**src/common/pdp8_pkg.sv**
```systemverilog
// ################################################
// Bit 0 is the most significant bit, as on the PDP-8
// ################################################
`default_nettype none

package pdp8_pkg;

    typedef logic [0:11] word_t;    // One machine word
    typedef logic [0:11] addr_t;    // 4K word address
    typedef logic [0:2]  opcode_t;  // Major opcode field

    typedef enum logic [4:0] {
        F0, FW, F1, F2, F3,       // Fetch
        D0, DW, D1, D2, D3,       // Defer
        E0, EW, E1, E2, E3,       // Execute
        H0, HW,                   // Halted
        DB0, DB1, DB2             // Data break
    } major_state_t;

    localparam opcode_t OP_AND = 3'o0;
    localparam opcode_t OP_TAD = 3'o1;
    localparam opcode_t OP_ISZ = 3'o2;
    localparam opcode_t OP_DCA = 3'o3;
    localparam opcode_t OP_JMS = 3'o4;
    localparam opcode_t OP_JMP = 3'o5;
    localparam opcode_t OP_IOT = 3'o6;
    localparam opcode_t OP_OPR = 3'o7;

    localparam int IND_BIT  = 3;    // Indirect addressing
    localparam int PAGE_BIT = 4;    // Current page when set
    localparam int GRP_BIT  = 3;    // Operate group, 0 is group 1
    localparam int CLA_BIT  = 4;
    localparam int CMA_BIT  = 6;
    localparam int IAC_BIT  = 11;
    localparam int HLT_BIT  = 10;   // Group 2 only
    localparam int GRP3_BIT = 11;   // Set for the MQ group, clear in group 2

    localparam int MEM_WORDS = 4096;

endpackage

`default_nettype wire

```
**src/rtl/mem_arbiter.sv**
```systemverilog
// ################################################
// Break side writes only in DB1 of a write break
// ################################################
`default_nettype none

module mem_arbiter (
    input  logic                   break_in_prog,
    input  logic                   to_disk,
    input  pdp8_pkg::addr_t        cpu_addr,
    input  pdp8_pkg::addr_t        brk_addr_q,
    input  pdp8_pkg::word_t        cpu_wdata,
    input  pdp8_pkg::word_t        brk_wdata_q,
    input  logic                   cpu_we,
    input  pdp8_pkg::major_state_t state,
    output pdp8_pkg::addr_t        mem_addr,
    output pdp8_pkg::word_t        mem_wdata,
    output logic                   mem_we
);
    import pdp8_pkg::*;

    logic brk_we;

    assign brk_we = (state == DB1) && !to_disk;

    assign mem_addr = break_in_prog ? brk_addr_q : cpu_addr;
    assign mem_wdata = break_in_prog ? brk_wdata_q : cpu_wdata;
    assign mem_we = break_in_prog ? brk_we : cpu_we;

endmodule

`default_nettype wire

```
**config.mk**
```make
export PLATFORM = sky130hd
export DESIGN_NAME = mem_arbiter
export DESIGN_NICKNAME = d
export VERILOG_FILES = /design/src/common/pdp8_pkg.sv /design/src/rtl/mem_arbiter.sv
export SDC_FILE = /design/constraint.sdc
export NUM_CORES = 1
export LEC_CHECK = 0
export BUFFER_PORTS_ARGS = -buffer_cell sky130_fd_sc_hd__buf_2
export CORE_ASPECT_RATIO = 1.1
export CORE_MARGIN = 2
export CORE_UTILIZATION = 20
export DETAILED_ROUTE_END_ITERATION = 8
export PLACE_DENSITY = 0.79
export SLEW_MARGIN = 20
export SYNTH_ARGS = -nofsm -noshare
export SYNTH_HDL_FRONTEND = slang
export SYNTH_SLANG_ARGS = --single-unit
```
**constraint.sdc**
```tcl
create_clock -name vclk -period 0.8
set_input_delay 0.04 -clock vclk [all_inputs]
set_output_delay 0.04 -clock vclk [all_outputs]
set_load 0.01 [all_outputs]
```
Yosys cells after proc, flatten, opt, wreduce, memory -nomap -nowiden --
Index checks and enable logic that the tools add are counted.
Word-level totals: output and inout bits 25, input port bits 56, word-level logic and storage cells 6, flip-flop bits (word level) 0
Cells by class: reduce and logical (&&, ||, !) cells 2, equal/unequal tests 1, multiplexer cells 3
Operators with widths (number):
- two-way mux 12 bit | 2
- equality test 5 bit, second input constant | 1
- logical AND 1 bit | 1
- logical NOT 1 bit | 1
- two-way mux 1 bit | 1

Logic depth before layout (Yosys ltp) --
word-level depth 3, mapped depth 4, depth with buffers taken out 2

Worst setup path after synthesis --
No wires, ideal clock.
kind input-to-output, start input port state[0], end output port mem_we, buffers on the path 0, stages 2, data required time 0.760 ns, data arrival time 0.876 ns, slack -0.116 ns, cell sequence or4b_4 o32ai_2
On the way: cells in the longest elaborated chain, start to end 3
Ends and longest elaborated chain:
- from (decl) | RTL line mem_arbiter.sv:14 | input pdp8_pkg::major_state_t state,
- equality test 5 bit | RTL line mem_arbiter.sv:23 | assign brk_we = (state == DB1) && !to_disk;
- logical AND 1 bit | RTL line mem_arbiter.sv:23
- two-way mux 1 bit | RTL line mem_arbiter.sv:27 | assign mem_we = break_in_prog ? brk_we : cpu_we;
- to (decl) | RTL line mem_arbiter.sv:17 | output logic mem_we
Every way passes these cells.

Worst setup path after layout --
start input port state[2], end output port mem_we
Same word-level chain as after synthesis.

==> out/results.ini <==
[die]
initial_utilization_pct=21.0
ios=81
die_h_um=46.1
rows=15
core-area_sq_um=1540
fp.dieArea_sq_um=1950
fp.dieW_um=42.3

[layout]
seq_cells=0
layout.area.seq_sq_um=0
n_antenna_cell=0
nets=169
area_growth_pct=147
final_cells=128
clock_buffers=0
num-fill-cells=139
drive_gt1_share_pct=95.5

[run]
drv_cap=0

[timing]
finalSetupViolations=21
finalWorstSetupSlack_ps=-272
tns_ps=-436
whs_ps=371
max_slew_margin_pct=88.5
tightest_slew_ps=173
fin_crit_ps=1070
max_freq_mhz=933
rsz0062_at_grt=yes
slew_viol_final=0
finalCritPeriodShare_pct=134
finalHoldViolCount=0

[run_status]
status=finished with violations
failed_checks=setup timing

[setup_path]
crit_type=primary input to output port
cp_max_fo=1
worst_setup_path_start_kind=primary input
critPathCaptureType=output port
arrival_ps=1030
required_ps=760

[place]
dp.cells=128
post-dp-hpwl_mm=1.30
place_congestion=0.725
portBuffers=81

[detailed_routing]
drt_iter0_markers=0
routed_wl_mm=1.45
dr.pass1.iters=1
vias_per_cell=4.52
wl_per_cell_um=11.3
ant_nets=0
vias=579
drc_errors=0

[logic_synthesis]
ys_warn_count=0
synth_top_area_share_pct=73.3
synth_cell_types=7
ys_seq_area_share_pct=0
yosysTopAreaCell=mux2_2
netlist_instances=31
syn_avg_cell_area_sq_um=10.4
yosysMostFrequentCell=mux2_2
synth_area_sq_um=323
synth_fp_nets=87
synth_top_cells_by_area=mux2_2 73%, mux2_1 10%, o32ai_2 5.0%
synthTopCellsByCount=21 x mux2_2, 3 x buf_2, 3 x mux2_1

[grt]
grt_pass1_wl_mm=2.03
grt_pass1_vias=516
grt_overflow_total=0
antenna_found_initial=0
grt_use_total_pct=13.1
grt_max_degree=27

[cts]
cts_setup_buffers=0

[hold_path]
hold_path.class=primary input to output port

[pwr]
leakagePower_nw=0.453
peakVddDrop_mv=0.265
powerDensity_nw_per_um2=562

[metrics by stage]
step	instance area (sq um)	setup slack, ps	utilization [%]	total power, mW
6_report	796	-272	51.7	0.448
5_1_grt	796	-299	51.7	0.487
4_1_cts	779	-275	50.7	0.442
3_5_place_dp	773	-335	50.2	0.438
3_3_place_gp	773	-316	50.2	0.427
2_1_floorplan	339	-100	-	0.203
[power by group]
group / internal (mW) / total [mW] / switching, mW / leakage (nW)
clock network: 0 / 0 / 0 / 0
logic: 0.274 / 0.448 / 0.174 / 0.453
registers: 0 / 0 / 0 / 0
total: 0.274 / 0.448 / 0.174 / 0.453
[placed cells by master (no fill, tap or decap)]
cell	synthesis	routed
nand2_1	1	1
or4b_4	1	1
inv_1	1	1
o32ai_4	0	1
buf_4	0	1
mux2_1	3	3
buf_12	0	1
buf_6	0	3
buf_2	3	78
mux2_4	0	1
mux2_2	21	20
[final cells by class]
class | instances | area, sq um | area share [%]
inverter | 1 | 3.75 | 0.472
multi-input combinational | 27 | 319 | 40.1
tap | 17 | 21.3 | 2.67
timing repair buffer | 83 | 452 | 56.8
[worst max-delay path, cell delays in order]
cell     delay (ps)
buf_6            90
or4b_4          540
o32ai_4         200
buf_2           170
[logic make-up after synthesis]
| logic type | count (synthesis) | share of synthesized area, % |
|---|---|---|
| multiplexers | 24 | 83.7 |
| buffers and inverters | 4 | 5.81 |
| AND/OR/NAND/NOR | 2 | 5.42 |
| AO/OA/AOI/OAI | 1 | 5.04 |
[worst paths after layout]
path / start / slack (ps) / endpoint / depth (start not counted)
hold / removal: cpu_wdata[7] / 370 / mem_wdata[7] / 3
setup / recovery: state[2] / -270 / mem_we / 4
[per-layer routing]
layer	track usage [%]	vias up	routed length, um
met5	0	-	0
met4	0	0	0
met2	26.5	64	721
li1	-	279	-
met3	4.31	0	278
met1	14.2	236	447
[what timing repair did]
item / in CTS / in global routing
hold buffers: 0 / 0
resized for setup: 1 / 3
setup endpoints to repair: 25 / 25
pin swaps: 2 / 0
(Power assumes the default switching activity.)
