===== src/common/pdp8_pkg.sv =====
// ################################################
// Bit 0 is the most significant bit, as on the PDP-8
// ################################################
`default_nettype none

package pdp8_pkg;

    typedef logic [0:11] word_t;    // One machine word
    typedef logic [0:11] addr_t;    // 4K word address
    typedef logic [0:2]  opcode_t;  // Major opcode field

    typedef enum logic [4:0] {
        F0, FW, F1, F2, F3,       // Fetch
        D0, DW, D1, D2, D3,       // Defer
        E0, EW, E1, E2, E3,       // Execute
        H0, HW,                   // Halted
        DB0, DB1, DB2             // Data break
    } major_state_t;

    localparam opcode_t OP_AND = 3'o0;
    localparam opcode_t OP_TAD = 3'o1;
    localparam opcode_t OP_ISZ = 3'o2;
    localparam opcode_t OP_DCA = 3'o3;
    localparam opcode_t OP_JMS = 3'o4;
    localparam opcode_t OP_JMP = 3'o5;
    localparam opcode_t OP_IOT = 3'o6;
    localparam opcode_t OP_OPR = 3'o7;

    localparam int IND_BIT  = 3;    // Indirect addressing
    localparam int PAGE_BIT = 4;    // Current page when set
    localparam int GRP_BIT  = 3;    // Operate group, 0 is group 1
    localparam int CLA_BIT  = 4;
    localparam int CMA_BIT  = 6;
    localparam int IAC_BIT  = 11;
    localparam int HLT_BIT  = 10;   // Group 2 only
    localparam int GRP3_BIT = 11;   // Set for the MQ group, clear in group 2

    localparam int MEM_WORDS = 4096;

endpackage

`default_nettype wire


===== src/rtl/cpu_datapath.sv =====
// ################################################
// No link, so TAD carries are dropped
// Memory reads return data two states after the address
// ################################################
`default_nettype none

module cpu_datapath (
    input  logic                   clk,
    input  logic                   reset,
    input  pdp8_pkg::major_state_t state,
    input  pdp8_pkg::word_t        mem_rdata,
    output pdp8_pkg::addr_t        mem_addr,
    output pdp8_pkg::word_t        mem_wdata,
    output logic                   mem_we,
    output pdp8_pkg::word_t        ir,
    output pdp8_pkg::word_t        ac,
    output pdp8_pkg::addr_t        pc
);
    import pdp8_pkg::*;

    addr_t   ma;
    word_t   mb;
    word_t   mb_inc;
    word_t   opr_ac;        // AC after group 1 operate
    opcode_t op;
    logic    jmp_direct;

    assign op = opcode_t'(ir[0:2]);
    assign mb_inc = mb + word_t'(1);
    assign jmp_direct = (op == OP_JMP) && !ir[IND_BIT];

    assign mem_addr = (state == F0) ? pc : ma;  // MA follows PC after F0
    assign mem_we = (state == E2) && (op == OP_ISZ || op == OP_DCA || op == OP_JMS);

    always_comb
    begin
        case (op)
            OP_ISZ:  mem_wdata = mb_inc;
            OP_JMS:  mem_wdata = word_t'(pc);       // Return address
            default: mem_wdata = ac;
        endcase
    end

    // CLA, then CMA, then IAC
    always_comb
    begin
        opr_ac = ac;
        if (ir[CLA_BIT])
            opr_ac = '0;
        if (ir[CMA_BIT])
            opr_ac = ~opr_ac;
        if (ir[IAC_BIT])
            opr_ac = opr_ac + word_t'(1);
    end

    always_ff @(posedge clk)
    begin
        if (reset)
        begin
            pc <= '0;
            ac <= '0;
            ir <= '0;
        end
        else
        begin
            case (state)
                F1:
                begin
                    ir <= mem_rdata;
                    pc <= pc + addr_t'(1);
                end
                F2: if (op == OP_OPR && !ir[GRP_BIT]) ac <= opr_ac;
                F3: if (jmp_direct) pc <= ma;
                E2:
                begin
                    case (op)
                        OP_AND: ac <= ac & mb;
                        OP_TAD: ac <= ac + mb;
                        OP_ISZ: if (mb_inc == '0) pc <= pc + addr_t'(1);   // Skip
                        OP_DCA: ac <= '0;
                        OP_JMS: pc <= ma + addr_t'(1);
                        OP_JMP: pc <= ma;                   // JMP indirect
                        default: ;
                    endcase
                end
                default: ;
            endcase
        end
    end

    always_ff @(posedge clk)
    begin
        case (state)
            F0: ma <= pc;
            F2: ma <= ir[PAGE_BIT] ? {ma[0:4], ir[5:11]} : {5'b00000, ir[5:11]};
            D2: ma <= mem_rdata;        // Pointer word
            E1: mb <= mem_rdata;        // Operand
            default: ;
        endcase
    end

endmodule

`default_nettype wire


===== config.mk =====
export PLATFORM = sky130hd
export DESIGN_NAME = cpu_datapath
export DESIGN_NICKNAME = d
export VERILOG_FILES = /design/src/common/pdp8_pkg.sv /design/src/rtl/cpu_datapath.sv
export SDC_FILE = /design/constraint.sdc
export NUM_CORES = 1
export LEC_CHECK = 0
export BUFFER_PORTS_ARGS = -buffer_cell sky130_fd_sc_hd__buf_2
export CAP_MARGIN = 20
export CORE_MARGIN = 2
export CORE_UTILIZATION = 45
export DETAILED_ROUTE_END_ITERATION = 10
export HOLD_SLACK_MARGIN = 0.08
export PLACE_DENSITY = 0.69
export SLEW_MARGIN = 10
export SYNTH_ARGS = -nofsm -noshare
export SYNTH_HDL_FRONTEND = slang
export SYNTH_SLANG_ARGS = --single-unit
export TNS_END_PERCENT = 20

===== constraint.sdc =====
create_clock -name clk -period 2.75 [get_ports clk]
set_clock_uncertainty 0.2 [all_clocks]
set_input_delay 0.4125 -clock clk [delete_from_list [all_inputs] [get_ports clk]]
set_output_delay 0.4125 -clock clk [all_outputs]
set_load 0.03 [all_outputs]

After elaboration in Yosys (flattened, before gate mapping)

Index checks and enable logic that the tools add are counted.

Register bits after elaboration: 60
Input bits: 19
Logic and storage cells: 60

$add $sub $neg: 5
Equality and inequality tests: 18
Mux-type cells: 14
Bitwise logic cells: 2
Reductions and logical operators: 15

Operators by type and width:

| kind                    | count |
|---|---|
| $pmux W12 S3            | 4 |
| $mux W12                | 8 |
| $add A12 B1 Y12 const B | 4 |
| $pmux W12 S2            | 2 |
| $eq A5 B4 Y1 const B    | 3 |
| $add A12 B12 Y12        | 1 |
| $and A12 B12 Y12        | 1 |
| $logic_not A12 Y1       | 1 |
| $not A12 Y12            | 1 |
| $eq A5 B2 Y1 const B    | 2 |
| $eq A3 B3 Y1 const B    | 3 |
| $eq A3 B2 Y1 const B    | 2 |
| $ne A2 B2 Y1 const B    | 3 |
| $reduce_bool A3 Y1      | 2 |
| $eq A5 B3 Y1 const B    | 1 |
| $logic_not A5 Y1        | 1 |
| $ne A4 B1 Y1 const B    | 1 |
| $ne A4 B2 Y1 const B    | 1 |
| $reduce_and A4 Y1       | 1 |
| $eq A3 B1 Y1 const B    | 1 |
| $logic_and A1 B1 Y1     | 3 |
| $logic_not A3 Y1        | 1 |
| $ne A3 B2 Y1 const B    | 1 |
| $reduce_and A3 Y1       | 1 |
| 4 further kinds         | 5 |

Longest topological paths before layout

Depth in word-level cells: 7
Depth in mapped cells: 10
Mapped depth without buffers: 9

Least setup slack after synthesis

OpenSTA, ideal clock, no wires.

Kind: register to register
Start point: register ir[5]
End point: register ac[8]
Library setup time: 0.086 ns
Arrival time: 2.534 ns
Data required time: 2.464 ns
Setup slack: -0.069 ns
Cell stages (with the launch flop): 11
Buffers on the path: 2
Period minus slack after synthesis: 2.819 ns
Cells stage by stage: dfxtp_1 -> buf_2 -> buf_2 -> xnor2_1 -> ha_1 -> and2_1 -> a32oi_1 -> nor2_1 -> mux2i_1 -> o211a_1 -> a211oi_1

Cells in the longest elaborated chain, start to end: 5

Ends and longest elaborated chain:

| what                     | line               | RTL |
|---|---|---|
| start: declaration       | cpu_datapath.sv:15 | `output pdp8_pkg::word_t ir,` |
| start signal: assignment | cpu_datapath.sv:69 | `ir <= mem_rdata;` |
| $mux W12 (*)             | cpu_datapath.sv:50 | `if (ir[CMA_BIT])` |
| $add A12 B1 Y12          | cpu_datapath.sv:53 | `opr_ac = opr_ac + word_t'(1);` |
| $mux W12 (*)             | cpu_datapath.sv:52 | `if (ir[IAC_BIT])` |
| $mux W12 (*)             | cpu_datapath.sv:72 | `F2: if (op == OP_OPR && !ir[GRP_BIT]) ac <= opr_ac;` |
| $pmux W12 S2 (*)         | cpu_datapath.sv:66 | `case (state)` |
| end signal: assignment   | cpu_datapath.sv:72 |  |
| end signal: assignment   | cpu_datapath.sv:77 | `OP_AND: ac <= ac & mb;` |
| end signal: assignment   | cpu_datapath.sv:78 | `OP_TAD: ac <= ac + mb;` |
| end: declaration         | cpu_datapath.sv:16 | `output pdp8_pkg::word_t ac,` |

Mark *: on every way between the ends. The rest lies on a longest branch, timed or not. The select of a mux whose other input is x is not followed.
A chain may end at the register's enable or synchronous reset.

Final worst setup path

Start point: register mb[0]
End point: register ac[6]

Cells in the longest elaborated chain, start to end: 3

Ends and longest elaborated chain:

| what                     | line               | RTL |
|---|---|---|
| start: declaration       | cpu_datapath.sv:22 | `word_t mb;` |
| start signal: assignment | cpu_datapath.sv:97 | `E1: mb <= mem_rdata;` |
| $add A12 B12 Y12         | cpu_datapath.sv:78 |  |
| $pmux W12 S3             | cpu_datapath.sv:76 | `case (op)` |
| $pmux W12 S2             | cpu_datapath.sv:66 |  |

Every way passes these cells.

==> qor.yml <==
worst_setup_path:
  arrival_ns: 2.64
  reg2reg_slack_ns: 0.12
  cp_slowest_cell: "a2111oi_0"
  worstSetupStartpointType: "flip-flop"
  reg2reg_to: "ac[6]"
  crit_fanout: 3
  worstRegToRegCells: 8
  slowest_delay_ns: 0.41
  crit_chain: "ha_1 -> fa_2 -> a211oi_2 -> o21bai_1 -> a21oi_1 -> a211oi_1 -> a2111oi_0 -> o32ai_1"
  cp-endpoint: "ac[6]"
  startpoint: "mb[0]"
  worst_setup_path_end_kind: "flip-flop"
  required_ns: 2.76
  reg2reg_from: "mb[0]"
  path_class: "flip-flop to flip-flop"
placed_design:
  gp_congestion: 0.963
  placed_cell_area_mm2: 0.00628
  port_buffers: 79
  dpl.hpwl_um: 14400
  placed_cells: 911
route:
  viasPerCell: 6.46
  avgRoutedWirePerCell_um: 20.4
  ant_nets: 0
  via_count: 5991
  wirelength_um: 19000
  drt_iter0_drc: 694
  drc: 0
  first_pass_iters: 6
timing:
  finalCritPeriodShare_pct: 95.5
  final_max_slew_viol_count: 0
  worstMarginPinSlew_ns: 0.581
  tns_ns: 0
  hold_viol: 0
  finalSetupViolations: 0
  relSlewSlack_pct: 61.2
  fin_hold_ws_ns: 0.0959
  fmax_mhz: 381
  finalCriticalPeriod_ns: 2.63
pwr:
  vdd_drop_max_v: 0.000305
  p_leak_nw: 2.65
  powerDensity_mw_per_mm2: 361
clocking:
  clock_path_buffers: 2
  clk_pin_slew_ns: 0.06
  cts.root.buffer_cell: "clkbuf_16"
  hold_buffers: 0
  tritoncts: "done"
  numCtsBuffers: 9
  cts.htree.levels: 3
  clk_latency_ns: 0.33
  cts.sinks: 60
final_layout:
  insertedDiodeCount: 0
  num-nets-final: 812
  syn_to_final_growth_pct: 19.8
  fill_cells: 1112
  finalInstanceArea_mm2: 0.00662
  post-route-util_pct: 55.1
  drive_gt1_share_pct: 25.9
  layoutNonFillerInstCount: 928
synth:
  synthTopCellsByArea: "dfxtp_1, edfxtp_1, nor2_1, mux2i_1, nand2_1"
  yosysSeqAreaShare_pct: 26.1
  synth-edff-count: 24
  synth_top_area_share_pct: 13.0
  syn-cell-area_mm2: 0.00553
  synth_area_per_cell_um2: 8.08
  ys_types: 83
  synthCells: 684
  syn-num-nets: 720
  async_flop_share_pct: 0
  yosysTopAreaCell: "dfxtp_1"
  yosys_warnings: 0
  ys.flop_type: "dfxtp_1"
  yosys_register_bits: 60
floorplan:
  die_area_mm2: 0.0132
  rows: 40
  io_pins: 80
  die_h_um: 115
  start_util_pct: 46.0
  die_w_um: 115
  coreArea_mm2: 0.0120
status:
  status: "finished clean"
global_route:
  grt.total_usage_pct: 28.9
  grt_pass1_vias: 5425
  grt_pass1_wl_um: 29500
  antenna_found_initial: 0
  grt_max_degree: 30
  overflow: 0
worst_hold_path:
  hp-class: "input pin to flip-flop"
  hold_path_startpoint: "mem_rdata[2]"
run:
  maxCapViolations: 0
per-stage QoR:
step / setup slack (ns) / power (mW)
2_1_floorplan: 0.0840 / 1.17
3_3_place_gp: 0.0211 / 1.27
4_1_cts: 0.0445 / 2.39
3_5_place_dp: 0.0287 / 1.28
5_1_grt: -0.00651 / 2.46
6_report: 0.125 / 2.39
flip-flops by register name, summed over array words and instances, names as in the netlist:
| name | flops |
|---|---|
| pc | 12 |
| mb | 12 |
| ac | 12 |
| ma | 12 |
| ir | 12 |
layout make-up:
| cell class | count | area [um^2] | share of cell area [%] |
|---|---|---|---|
| Clock buffer | 9 | 225 | 3.40 |
| Clock inverter | 7 | 67.6 | 1.02 |
| Inverter | 10 | 37.5 | 0.567 |
| Multi-Input combinational cell | 558 | 3830 | 57.9 |
| Sequential cell | 60 | 1450 | 21.8 |
| Tap cell | 147 | 184 | 2.78 |
| Timing Repair Buffer | 137 | 831 | 12.5 |
Yosys cell counts (7+ instances only):
master,instances
nor3_1,22
nand2b_1,13
nand3_1,21
dfxtp_1,36
and2_1,7
o211ai_1,8
nor2_1,63
buf_2,15
nand2_1,58
nor4_1,9
and3_1,12
nor3b_1,7
a211oi_1,18
edfxtp_1,24
xor2_1,11
o21ai_0,41
a22oi_1,19
nor2b_1,11
ha_1,16
clkbuf_1,34
xnor2_1,22
inv_1,10
a21oi_1,37
mux2i_1,22
mux2_2,12
cells by family (layout without fill, tap and decap cells):
logic type	after synthesis	count (layout)	synth area share (%)
XOR/XNOR	33	33	5.23
AO/OA/AOI/OAI	210	210	27.4
buffers and inverters	66	163	5.37
flip-flops	60	60	26.1
AND/OR/NAND/NOR	264	264	25.5
adder cells (fa/ha/maj)	17	17	3.98
multiplexers	34	34	6.43
what timing repair did:
action	in CTS	in global routing
endpoints found under the setup margin	1	12
buffers inserted	0	1
pin swaps	0	1
resized for setup	1	10
critical path: cells and delay by family (launching register included):
family / cells / cell delay (ns)
fa+ha+maj: 2 / 0.61
compound gates: 6 / 1.29
flops: 1 / 0.40
worst min path at each step:
stage | end | slack [ns] | depth (start not counted)
finish | mb[2] | 0.1 | 1
global route | mb[4] | 0.09 | 1
CTS | mb[2] | 0.08 | 1
detailed placement | ir[1] | 0.31 | 2
global placement | ir[2] | 0.30 | 2
floorplan | mb[0] | 0.31 | 0
where the power goes:
part	switching, mW	internal [mW]
Clock	0.427	0.697
Combinational	0.185	0.109
Sequential	0.0297	0.943
Total	0.641	1.75
cell usage in the layout, fill, tap and decap left out, types with 8 or more instances in the layout:
master	n
buf_2	79
nor2_1	63
nand2_1	58
buf_4	58
o21ai_0	41
a21oi_1	37
dfxtp_1	33
edfxtp_1	24
xnor2_1	22
nor3_1	22
mux2i_1	22
nand3_1	20
a22oi_1	19
a211oi_1	16
ha_1	15
nand2b_1	13
and3_1	12
mux2_2	12
xor2_1	11
inv_1	10
nor2b_1	10
clkbuf_16	9
nor4_1	8
o211ai_1	8
routing by layer:
metal  part of all wire (%)  routed length [um]  track usage (%)
met1                     41                7810             38.8
met2                     45                8520             45.4
met3                    9.8                1870             5.11
met4                    4.0                 752             13.2
met5                      0                   0                0
Power figures use the tool's default switching activity.
