[config.mk]
export PLATFORM = sky130hd
export DESIGN_NAME = break_channel
export DESIGN_NICKNAME = d
export VERILOG_FILES = /design/src/common/pdp8_pkg.sv /design/src/rtl/break_channel.sv
export SDC_FILE = /design/constraint.sdc
export NUM_CORES = 1
export LEC_CHECK = 0
export ABC_AREA = 1
export BUFFER_PORTS_ARGS = -buffer_cell sky130_fd_sc_hd__buf_2
export CAP_MARGIN = 10
export CORE_MARGIN = 5
export CORE_UTILIZATION = 43
export CTS_BUF_LIST = sky130_fd_sc_hd__clkbuf_16
export CTS_CLUSTER_SIZE = 16
export DETAILED_ROUTE_END_ITERATION = 6
export PLACE_DENSITY = 0.94
export SETUP_SLACK_MARGIN = 0.1
export SYNTH_ARGS = -nofsm -noshare
export SYNTH_HDL_FRONTEND = slang
export SYNTH_SLANG_ARGS = --single-unit
[constraint.sdc]
create_clock -name clk -period 4.45 [get_ports clk]
set_clock_uncertainty 0.05 [all_clocks]
set_input_delay 0.89 -clock clk [delete_from_list [all_inputs] [get_ports clk]]
set_output_delay 0.89 -clock clk [all_outputs]
set_load 0.01 [all_outputs]
[src/common/pdp8_pkg.sv]
// ################################################
// Bit 0 is the most significant bit, as on the PDP-8
// ################################################
`default_nettype none

package pdp8_pkg;

    typedef logic [0:11] word_t;    // One machine word
    typedef logic [0:11] addr_t;    // 4K word address
    typedef logic [0:2]  opcode_t;  // Major opcode field

    typedef enum logic [4:0] {
        F0, FW, F1, F2, F3,       // Fetch
        D0, DW, D1, D2, D3,       // Defer
        E0, EW, E1, E2, E3,       // Execute
        H0, HW,                   // Halted
        DB0, DB1, DB2             // Data break
    } major_state_t;

    localparam opcode_t OP_AND = 3'o0;
    localparam opcode_t OP_TAD = 3'o1;
    localparam opcode_t OP_ISZ = 3'o2;
    localparam opcode_t OP_DCA = 3'o3;
    localparam opcode_t OP_JMS = 3'o4;
    localparam opcode_t OP_JMP = 3'o5;
    localparam opcode_t OP_IOT = 3'o6;
    localparam opcode_t OP_OPR = 3'o7;

    localparam int IND_BIT  = 3;    // Indirect addressing
    localparam int PAGE_BIT = 4;    // Current page when set
    localparam int GRP_BIT  = 3;    // Operate group, 0 is group 1
    localparam int CLA_BIT  = 4;
    localparam int CMA_BIT  = 6;
    localparam int IAC_BIT  = 11;
    localparam int HLT_BIT  = 10;   // Group 2 only
    localparam int GRP3_BIT = 11;   // Set for the MQ group, clear in group 2

    localparam int MEM_WORDS = 4096;

endpackage

`default_nettype wire

[src/rtl/break_channel.sv]
// ################################################
// One request at a time, no new brk_req before brk_done
// ################################################
`default_nettype none

module break_channel (
    input  logic                   clk,
    input  logic                   reset,
    input  logic                   brk_req,
    input  logic                   to_disk_in,
    input  pdp8_pkg::addr_t        brk_addr,
    input  pdp8_pkg::word_t        brk_wdata,
    input  pdp8_pkg::major_state_t state,
    input  pdp8_pkg::word_t        mem_rdata,
    output logic                   data_break,
    output logic                   to_disk,
    output logic                   brk_done,
    output pdp8_pkg::addr_t        brk_addr_q,
    output pdp8_pkg::word_t        brk_wdata_q,
    output pdp8_pkg::word_t        brk_rdata
);
    import pdp8_pkg::*;

    logic finish;

    assign finish = data_break && ((state == DB1 && !to_disk) || state == DB2);

    always_ff @(posedge clk)
    begin
        if (reset)
        begin
            data_break <= 1'b0;
            to_disk <= 1'b0;
            brk_done <= 1'b0;
        end
        else
        begin
            brk_done <= finish;
            if (brk_req)
            begin
                data_break <= 1'b1;
                to_disk <= to_disk_in;      // Set means memory is read
            end
            else if (finish)
                data_break <= 1'b0;
        end
    end

    always_ff @(posedge clk)
    begin
        if (brk_req)
        begin
            brk_addr_q <= brk_addr;
            brk_wdata_q <= brk_wdata;
        end
        if (state == DB2)
            brk_rdata <= mem_rdata;     // Address was given in DB1
    end

endmodule

`default_nettype wire

# == After elaboration in Yosys (flattened, before gate mapping) ==
# Cells that the tools add are included.
# classes
eq_ne,2
n_mux,2
n_reduce_logical,5
# ops
cell,count
5-bit equality test (second input constant),2
1-bit logical AND,2
1-bit 2-to-1 mux,2
2-bit nonzero test,1
1-bit logical NOT,1
1-bit logical OR,1
# totals
reg_bits,39
input_bits,45
out_inout_bits,39
word_cells,15

# == Depth between registers and ports, before layout ==
# Gate-level depths: netlist of run 1.
# depth
word_depth,6
depth_mapped,5
ltp_nobuf,5

# == Worst setup path before layout of run 1 ==
# No wires, ideal clock.
# synth_path
kind,input to register
from,input state[3]
to,register brk_rdata[0] (enable)
setup_ns,0.380
arrival_time_ns,1.597
required_ns,4.020
path_slack_ns,2.422
cell_stages,3
path_buffers,0
cell_sequence,nor2_2 -> nand2_1 -> nor2_1
# synth_between
elab_chain_cells,1
# synth_lines
element,line_no,source
start: declaration,break_channel.sv:13,"input pdp8_pkg::major_state_t state,"
5-bit equality test,break_channel.sv:56,if (state == DB2)
end signal: assignment,break_channel.sv:57,brk_rdata <= mem_rdata;
end: declaration,break_channel.sv:20,output pdp8_pkg::word_t brk_rdata
# Every way passes these cells.
# A chain may end at the register's enable or synchronous reset.

# == Worst setup path after layout of run 1 ==
# layout_path
from,input state[3]
to,register brk_rdata[11] (enable)
# The elaborated chain is that of the path after synthesis.

==> metrics.txt, run 1 <==
# TYPE chip_impl_metric gauge
chip_impl_metric{name="port_buffers",unit=""} 83
chip_impl_metric{name="fillCellCount",unit=""} 200
chip_impl_metric{name="routed_wl",unit="mm"} 2.72
chip_impl_metric{name="finalHoldViolCount",unit=""} 0
chip_impl_metric{name="finish.cell_count_without_fillers",unit=""} 179
chip_impl_metric{name="timing.final.crit_period",unit="ns"} 2.04
chip_impl_metric{name="worst-r2r-setup-slack",unit="ns"} 3.70
chip_impl_metric{name="power.leakage",unit="nW"} 0.818
chip_impl_metric{name="core.rowCount",unit=""} 19
chip_impl_info{name="hold_path_class",value="flip-flop to flip-flop"} 1
chip_impl_metric{name="die_h",unit="µm"} 63.3
chip_impl_metric{name="width_of_the_die",unit="µm"} 63.3
chip_impl_metric{name="powerDensity",unit="mW/mm²"} 449
chip_impl_metric{name="post_cts_hold_fix_bufs",unit=""} 0
chip_impl_info{name="cts_tree",value="yes"} 1
chip_impl_metric{name="design.die.area",unit="mm²"} 0.00400
chip_impl_metric{name="power.total",unit="mW"} 0.815
chip_impl_info{name="rsz_0062_raised_after_global_routing",value="no"} 1
chip_impl_metric{name="number_of_antenna_violations_at_the_first_check_in_global_routing",unit=""} 0
chip_impl_metric{name="layout_worst_path_cycle_share",unit="%"} 45.9
chip_impl_metric{name="place_congestion",unit=""} 0.715
chip_impl_metric{name="syn-cell-area",unit="mm²"} 0.00122
chip_impl_metric{name="setup_viol",unit=""} 0
chip_impl_info{name="critical_path_class",value="input port to flip-flop"} 1
chip_impl_metric{name="achievable-frequency",unit="MHz"} 489
chip_impl_metric{name="cts_inserted_buffers",unit=""} 5
chip_impl_metric{name="worst-endpoint-arrival",unit="ns"} 1.89
chip_impl_metric{name="core_region_area",unit="mm²"} 0.00273
chip_impl_info{name="start_kind",value="input port"} 1
chip_impl_metric{name="post_cts.resized_instances",unit=""} 0
chip_impl_info{name="run_status",value="completed"} 1
chip_impl_metric{name="timing.max_cap.violations",unit=""} 0
chip_impl_metric{name="post_layout_utilization_of_the_core",unit="%"} 66.4
chip_impl_metric{name="number_of_search_and_repair_iterations_in_the_first_detailed_routing_pass",unit=""} 3
chip_impl_metric{name="pin_count",unit=""} 84
chip_impl_info{name="mostFrequentLayoutCell",value="sky130_fd_sc_hd__buf_2"} 1
chip_impl_metric{name="initial_core_util",unit="%"} 44.6
chip_impl_metric{name="dr_total_vias",unit=""} 815
chip_impl_metric{name="number_of_global_route_vias_before_repair",unit=""} 922
chip_impl_info{name="most-common-layout-cells",value="sky130_fd_sc_hd__buf_2, sky130_fd_sc_hd__edfxtp_1, sky130_fd_sc_hd__nand2_1"} 1
chip_impl_info{name="synth.top_cells.by_area",value="sky130_fd_sc_hd__edfxtp_1, sky130_fd_sc_hd__dfxtp_1, sky130_fd_sc_hd__nand2_1"} 1
chip_impl_metric{name="nets",unit=""} 192
chip_impl_metric{name="sequential_fraction_of_the_synthesis_area",unit="%"} 93.5
chip_impl_metric{name="critPathMaxFanout",unit=""} 12
chip_impl_metric{name="whs",unit="ns"} 0.431
chip_impl_metric{name="grt_start_max_net_pins",unit=""} 28
chip_impl_metric{name="antenna_cells_inserted",unit=""} 0
chip_impl_metric{name="slew_at_the_pin_closest_to_its_max_slew_limit",unit="ns"} 0.893
chip_impl_metric{name="clk_pin_slew_worst_paths",unit="ns"} 0.06
chip_impl_info{name="clockRootBuffer",value="sky130_fd_sc_hd__clkbuf_16"} 1
chip_impl_metric{name="initialDrtViolationCount",unit=""} 18
chip_impl_metric{name="layout_setup_ws",unit="ns"} 2.41
chip_impl_metric{name="cts_buffer_depth",unit=""} 2
chip_impl_metric{name="number_of_nets_in_the_synthesized_netlist",unit=""} 102
chip_impl_metric{name="pre_cts_ws",unit="ns"} 2.11
chip_impl_metric{name="layout.cell_area.non_filler",unit="mm²"} 0.00181
chip_impl_metric{name="maxSlewViolCount",unit=""} 0
chip_impl_metric{name="crit_required",unit="ns"} 4.29
chip_impl_metric{name="synth_seq_cells",unit=""} 39
chip_impl_metric{name="cts_setup_buffers",unit=""} 0
chip_impl_metric{name="global_route.overflow_total",unit=""} 0
chip_impl_metric{name="routed_wire_length_per_instance",unit="µm"} 15.2
chip_impl_metric{name="vias_per_cell",unit=""} 4.55
chip_impl_metric{name="antenna_violating_nets_post_route",unit=""} 0
chip_impl_metric{name="dpl-instance-area",unit="mm²"} 0.00167
chip_impl_metric{name="maxSlewHeadroom",unit="%"} 40.3
chip_impl_metric{name="synth.yosys.warnings",unit=""} 0
chip_impl_metric{name="synth.avg_cell_area",unit="µm²"} 21.4
chip_impl_info{name="yosysTopAreaCell",value="sky130_fd_sc_hd__edfxtp_1"} 1
chip_impl_metric{name="groute.usage.overall",unit="%"} 14.2
chip_impl_metric{name="detail_route.drc_violations",unit=""} 0
chip_impl_metric{name="dp_hpwl",unit="mm"} 2.20
chip_impl_metric{name="first_pass_grt_wire_length",unit="mm"} 4.29
chip_impl_metric{name="yosysUniqueCellTypes",unit=""} 9
chip_impl_metric{name="worstSkewPairLatency",unit="ns"} 0.27
chip_impl_metric{name="cts_max_level",unit=""} 2
chip_impl_metric{name="max-vdd-ir-drop",unit="mV"} 0.380
chip_impl_metric{name="cts_sinks",unit=""} 39
chip_impl_metric{name="layout-drive-gt1-share",unit="%"} 61.5
chip_impl_metric{name="synthDominantCellAreaShare",unit="%"} 88.6
chip_impl_metric{name="cells_after_synthesis",unit=""} 57
chip_impl_metric{name="placed_insts",unit=""} 171
chip_impl_info{name="cp-end-kind",value="flip-flop"} 1
chip_impl_metric{name="fin_tns_setup",unit="ns"} 0
chip_impl_metric{name="area_growth",unit="%"} 48.7
-- state kept, by name (all words and copies together), names as in the netlist --
name         cells
brk_addr_q      12
brk_rdata       12
brk_wdata_q     12
brk_done         1
data_break       1
to_disk          1
-- final timing paths --
path	end	cells after the start	startpoint
setup / recovery	brk_rdata[11]$_DFFE_PN_	4	state[3]
setup reg to reg	data_break$_SDFFE_PP0P_	4	to_disk$_SDFFE_PP0P_
hold / removal	brk_done$_SDFF_PP0_	2	data_break$_SDFFE_PP0P_
hold reg to reg	brk_done$_SDFF_PP0_	2	data_break$_SDFFE_PP0P_
-- cell families after synthesis --
group,share of synthesized area [%]
AND/OR/NAND/NOR,4.10
flip-flops,93.5
buffers and inverters,1.54
AO/OA/AOI/OAI,0.820
-- cells in the mapped netlist --
| library cell | count |
|---|---|
| sky130_fd_sc_hd__a21oi_1 | 1 |
| sky130_fd_sc_hd__dfxtp_1 | 3 |
| sky130_fd_sc_hd__edfxtp_1 | 36 |
| sky130_fd_sc_hd__inv_1 | 5 |
| sky130_fd_sc_hd__nand2_1 | 7 |
| sky130_fd_sc_hd__nand3_2 | 1 |
| sky130_fd_sc_hd__nor2_1 | 2 |
| sky130_fd_sc_hd__nor2_2 | 1 |
| sky130_fd_sc_hd__o21ai_0 | 1 |
-- layer usage --
metal / GRT usage, % / wire length (µm)
met1: 12.8 / 800
met2: 27.3 / 1640
met3: 4.44 / 229
met4: 7.79 / 48
met5: 0 / 0
-- power breakdown --
group / internal, mW / switching [mW]
Clock: 0.203 / 0.121
Sequential: 0.424 / 0.00589
Combinational: 0.0285 / 0.0321
Total: 0.656 / 0.159
-- final cells by class --
cell class	instances	area [µm²]	area share, %
sequential	39	1140	62.9
timing repair buffer	83	415	22.9
clock buffer	5	125	6.90
multi-input combinational	13	60.1	3.31
tap	31	38.8	2.14
inverter	5	18.8	1.03
clock inverter	3	15.0	0.828
-- worst max-delay path: stages --
cell	delay [ns]
sky130_fd_sc_hd__buf_2	0.10
sky130_fd_sc_hd__nor2_2	0.15
sky130_fd_sc_hd__nand2_1	0.07
sky130_fd_sc_hd__nor2_1	0.68
No activity file was read; power rests on OpenSTA's default activity.
==> run 2: changes to the inputs <==
--- a/config.mk
+++ b/config.mk
@@ -9,11 +9,11 @@
 export BUFFER_PORTS_ARGS = -buffer_cell sky130_fd_sc_hd__buf_2
 export CAP_MARGIN = 10
 export CORE_MARGIN = 5
-export CORE_UTILIZATION = 43
+export CORE_UTILIZATION = 36
 export CTS_BUF_LIST = sky130_fd_sc_hd__clkbuf_16
 export CTS_CLUSTER_SIZE = 16
 export DETAILED_ROUTE_END_ITERATION = 6
-export PLACE_DENSITY = 0.94
+export PLACE_DENSITY = 0.85
 export SETUP_SLACK_MARGIN = 0.1
 export SYNTH_ARGS = -nofsm -noshare
 export SYNTH_HDL_FRONTEND = slang
==> constraint.sdc (replaced) <==
create_clock -name clk -period 1.76 [get_ports clk]
set_clock_uncertainty 0.05 [all_clocks]
set_input_delay 0.352 -clock clk [delete_from_list [all_inputs] [get_ports clk]]
set_output_delay 0.352 -clock clk [all_outputs]
set_load 0.01 [all_outputs]
==> run 2 against run 1 <==
Non-clock buffer count is 1 higher. First-iteration DRC count is 61% higher. Cell count is 8.9% higher. Critical path depth is 3 lower. Clock-buffer cell count stayed put. Die area is 16% higher. Global-route usage is 1.6 points lower. Hold slack worse by 0.23 ns. Sequential power grew to 2.5 times the previous value. Register-to-register slack worse by 2.7 ns. Critical path type is now flip-flop to primary output. Largest power group unchanged.
==> metrics.txt, run 2 (synthesis gave the netlist of run 1 again) <==
# TYPE chip_impl_metric gauge
chip_impl_info{name="run_status",value="completed"} 1
chip_impl_metric{name="core_region_area",unit="mm²"} 0.00331
chip_impl_metric{name="finalHoldViolCount",unit=""} 0
chip_impl_metric{name="power.leakage",unit="nW"} 0.829
chip_impl_metric{name="grt_start_max_net_pins",unit=""} 28
chip_impl_metric{name="cts_sinks",unit=""} 39
chip_impl_metric{name="maxSlewHeadroom",unit="%"} 61.9
chip_impl_metric{name="achievable-frequency",unit="MHz"} 818
chip_impl_info{name="crit_chain",value="buf_2"} 1
chip_impl_metric{name="timing.max_cap.violations",unit=""} 0
chip_impl_metric{name="initialDrtViolationCount",unit=""} 29
chip_impl_info{name="busiest_layer",value="met2"} 1
chip_impl_info{name="rr_startpoint",value="to_disk$_SDFFE_PP0P_"} 1
chip_impl_metric{name="layout-drive-gt1-share",unit="%"} 62.4
chip_impl_metric{name="dr_total_vias",unit=""} 801
chip_impl_info{name="start_kind",value="flip-flop"} 1
chip_impl_info{name="cp-end-kind",value="primary output"} 1
chip_impl_metric{name="max-vdd-ir-drop",unit="mV"} 0.557
chip_impl_metric{name="area_growth",unit="%"} 51.0
chip_impl_metric{name="die_h",unit="µm"} 68.2
chip_impl_metric{name="cts_buffer_depth",unit=""} 2
chip_impl_metric{name="timing.final.crit_period",unit="ns"} 1.22
chip_impl_metric{name="grtUsageMet1",unit="%"} 12.0
chip_impl_info{name="critical_path.startpoint",value="brk_addr_q[11]$_DFFE_PP_"} 1
chip_impl_metric{name="number_of_search_and_repair_iterations_in_the_first_detailed_routing_pass",unit=""} 2
chip_impl_metric{name="grt_use_met2",unit="%"} 22.4
chip_impl_metric{name="antenna_cells_inserted",unit=""} 0
chip_impl_info{name="top_regs",value="brk_addr_q (12), brk_rdata (12), brk_wdata_q (12)"} 1
chip_impl_metric{name="groute.usage.overall",unit="%"} 12.7
chip_impl_metric{name="cts_inserted_buffers",unit=""} 5
chip_impl_metric{name="design.die.area",unit="mm²"} 0.00465
chip_impl_info{name="hold_path_class",value="input port to flip-flop"} 1
chip_impl_metric{name="maxSlewViolCount",unit=""} 0
chip_impl_metric{name="clk_pin_slew_worst_paths",unit="ns"} 0.05
chip_impl_info{name="critical_path.top_delay_family",value="flip-flops"} 1
chip_impl_metric{name="worst-endpoint-arrival",unit="ns"} 0.82
chip_impl_metric{name="layout.cell_area.non_filler",unit="mm²"} 0.00184
chip_impl_metric{name="antenna_violating_nets_post_route",unit=""} 0
chip_impl_metric{name="number_of_global_route_vias_before_repair",unit=""} 875
chip_impl_metric{name="worstSkewPairLatency",unit="ns"} 0.28
chip_impl_metric{name="nets",unit=""} 193
chip_impl_metric{name="place_congestion",unit=""} 0.695
chip_impl_metric{name="crit_required",unit="ns"} 1.36
chip_impl_metric{name="post_cts_hold_fix_bufs",unit=""} 0
chip_impl_metric{name="grt_use_met3",unit="%"} 4.76
chip_impl_metric{name="width_of_the_die",unit="µm"} 68.2
chip_impl_info{name="mostFrequentLayoutCell",value="sky130_fd_sc_hd__buf_2"} 1
chip_impl_metric{name="initial_core_util",unit="%"} 36.8
chip_impl_metric{name="finish.cell_count_without_fillers",unit=""} 195
chip_impl_metric{name="port_buffers",unit=""} 83
chip_impl_metric{name="slew_at_the_pin_closest_to_its_max_slew_limit",unit="ns"} 0.572
chip_impl_info{name="critical_path_class",value="flip-flop to primary output"} 1
chip_impl_info{name="rsz_0062_raised_after_global_routing",value="no"} 1
chip_impl_metric{name="layout_worst_path_cycle_share",unit="%"} 69.4
chip_impl_metric{name="setup_viol",unit=""} 0
chip_impl_metric{name="vias_per_cell",unit=""} 4.11
chip_impl_metric{name="dp_hpwl",unit="mm"} 2.24
chip_impl_metric{name="cts_setup_buffers",unit=""} 0
chip_impl_metric{name="powerDensity",unit="mW/mm²"} 1130
chip_impl_info{name="worst_hold_startpoint",value="brk_wdata[2]"} 1
chip_impl_metric{name="crit_path_max_incr_delay",unit="ns"} 0.39
chip_impl_metric{name="core.rowCount",unit=""} 21
chip_impl_metric{name="worst-path-buf-inv",unit=""} 1
chip_impl_metric{name="routed_wl",unit="mm"} 2.78
chip_impl_metric{name="whs",unit="ns"} 0.198
chip_impl_metric{name="placed_insts",unit=""} 187
chip_impl_info{name="clockRootBuffer",value="sky130_fd_sc_hd__clkbuf_16"} 1
chip_impl_metric{name="cts_max_level",unit=""} 2
chip_impl_metric{name="routed_wire_length_per_instance",unit="µm"} 14.3
chip_impl_metric{name="fin_tns_setup",unit="ns"} 0
chip_impl_metric{name="global_route.overflow_total",unit=""} 0
chip_impl_metric{name="dpl-instance-area",unit="mm²"} 0.00170
chip_impl_metric{name="critPathMaxFanout",unit=""} 1
chip_impl_info{name="most-common-layout-cells",value="sky130_fd_sc_hd__buf_2, sky130_fd_sc_hd__edfxtp_1, sky130_fd_sc_hd__nand2_1"} 1
chip_impl_metric{name="detail_route.drc_violations",unit=""} 0
chip_impl_metric{name="post_cts.resized_instances",unit=""} 0
chip_impl_metric{name="number_of_antenna_violations_at_the_first_check_in_global_routing",unit=""} 0
chip_impl_info{name="cp_slowest_cell",value="sky130_fd_sc_hd__edfxtp_1"} 1
chip_impl_metric{name="pin_count",unit=""} 84
chip_impl_metric{name="first_pass_grt_wire_length",unit="mm"} 4.00
chip_impl_info{name="cts_tree",value="yes"} 1
chip_impl_metric{name="fillCellCount",unit=""} 297
## run 2: power by group
part	total (mW)	internal [mW]	switching [mW]
combinational	0.153	0.0725	0.0805
sequential	1.09	1.07	0.0148
clock	0.837	0.516	0.322
total	2.08	1.66	0.417
## run 2: routing by layer
| metal | wire [µm] | up-vias | part of all wire, % |
|---|---|---|---|
| met4 | 53 | 0 | 1.9 |
| met3 | 249 | 5 | 9.0 |
| met2 | 1510 | 42 | 54 |
| li1 | - | 387 | - |
| met1 | 964 | 367 | 35 |
| met5 | 0 | - | 0 |
## run 2: final timing paths
check,depth (start not counted),slack (ns),to
max,1,0.54,brk_addr_q[11]
min,1,0.20,brk_wdata_q[2]$_DFFE_PP_
max reg2reg,2,1.01,to_disk$_SDFFE_PP0P_
min reg2reg,2,0.43,brk_done$_SDFF_PP0_
## run 2: through the flow
step	worst slack (ns)	utilization, %	total power [mW]
2_1_floorplan	0.270	-	1.15
3_3_place_gp	0.482	51.4	1.25
3_5_place_dp	0.453	51.4	1.26
4_1_cts	0.532	55.6	2.10
5_1_grt	0.496	55.6	2.16
6_report	0.538	55.6	2.08
## run 2: final cells by class
type | count | area [µm²] | share of cell area [%]
Sequential cell | 39 | 1140 | 62.0
Clock buffer | 5 | 125 | 6.79
Multi-Input combinational cell | 13 | 60.1 | 3.26
Clock inverter | 3 | 16.3 | 0.883
Tap cell | 46 | 57.6 | 3.12
Timing Repair Buffer | 84 | 423 | 23.0
Inverter | 5 | 18.8 | 1.02
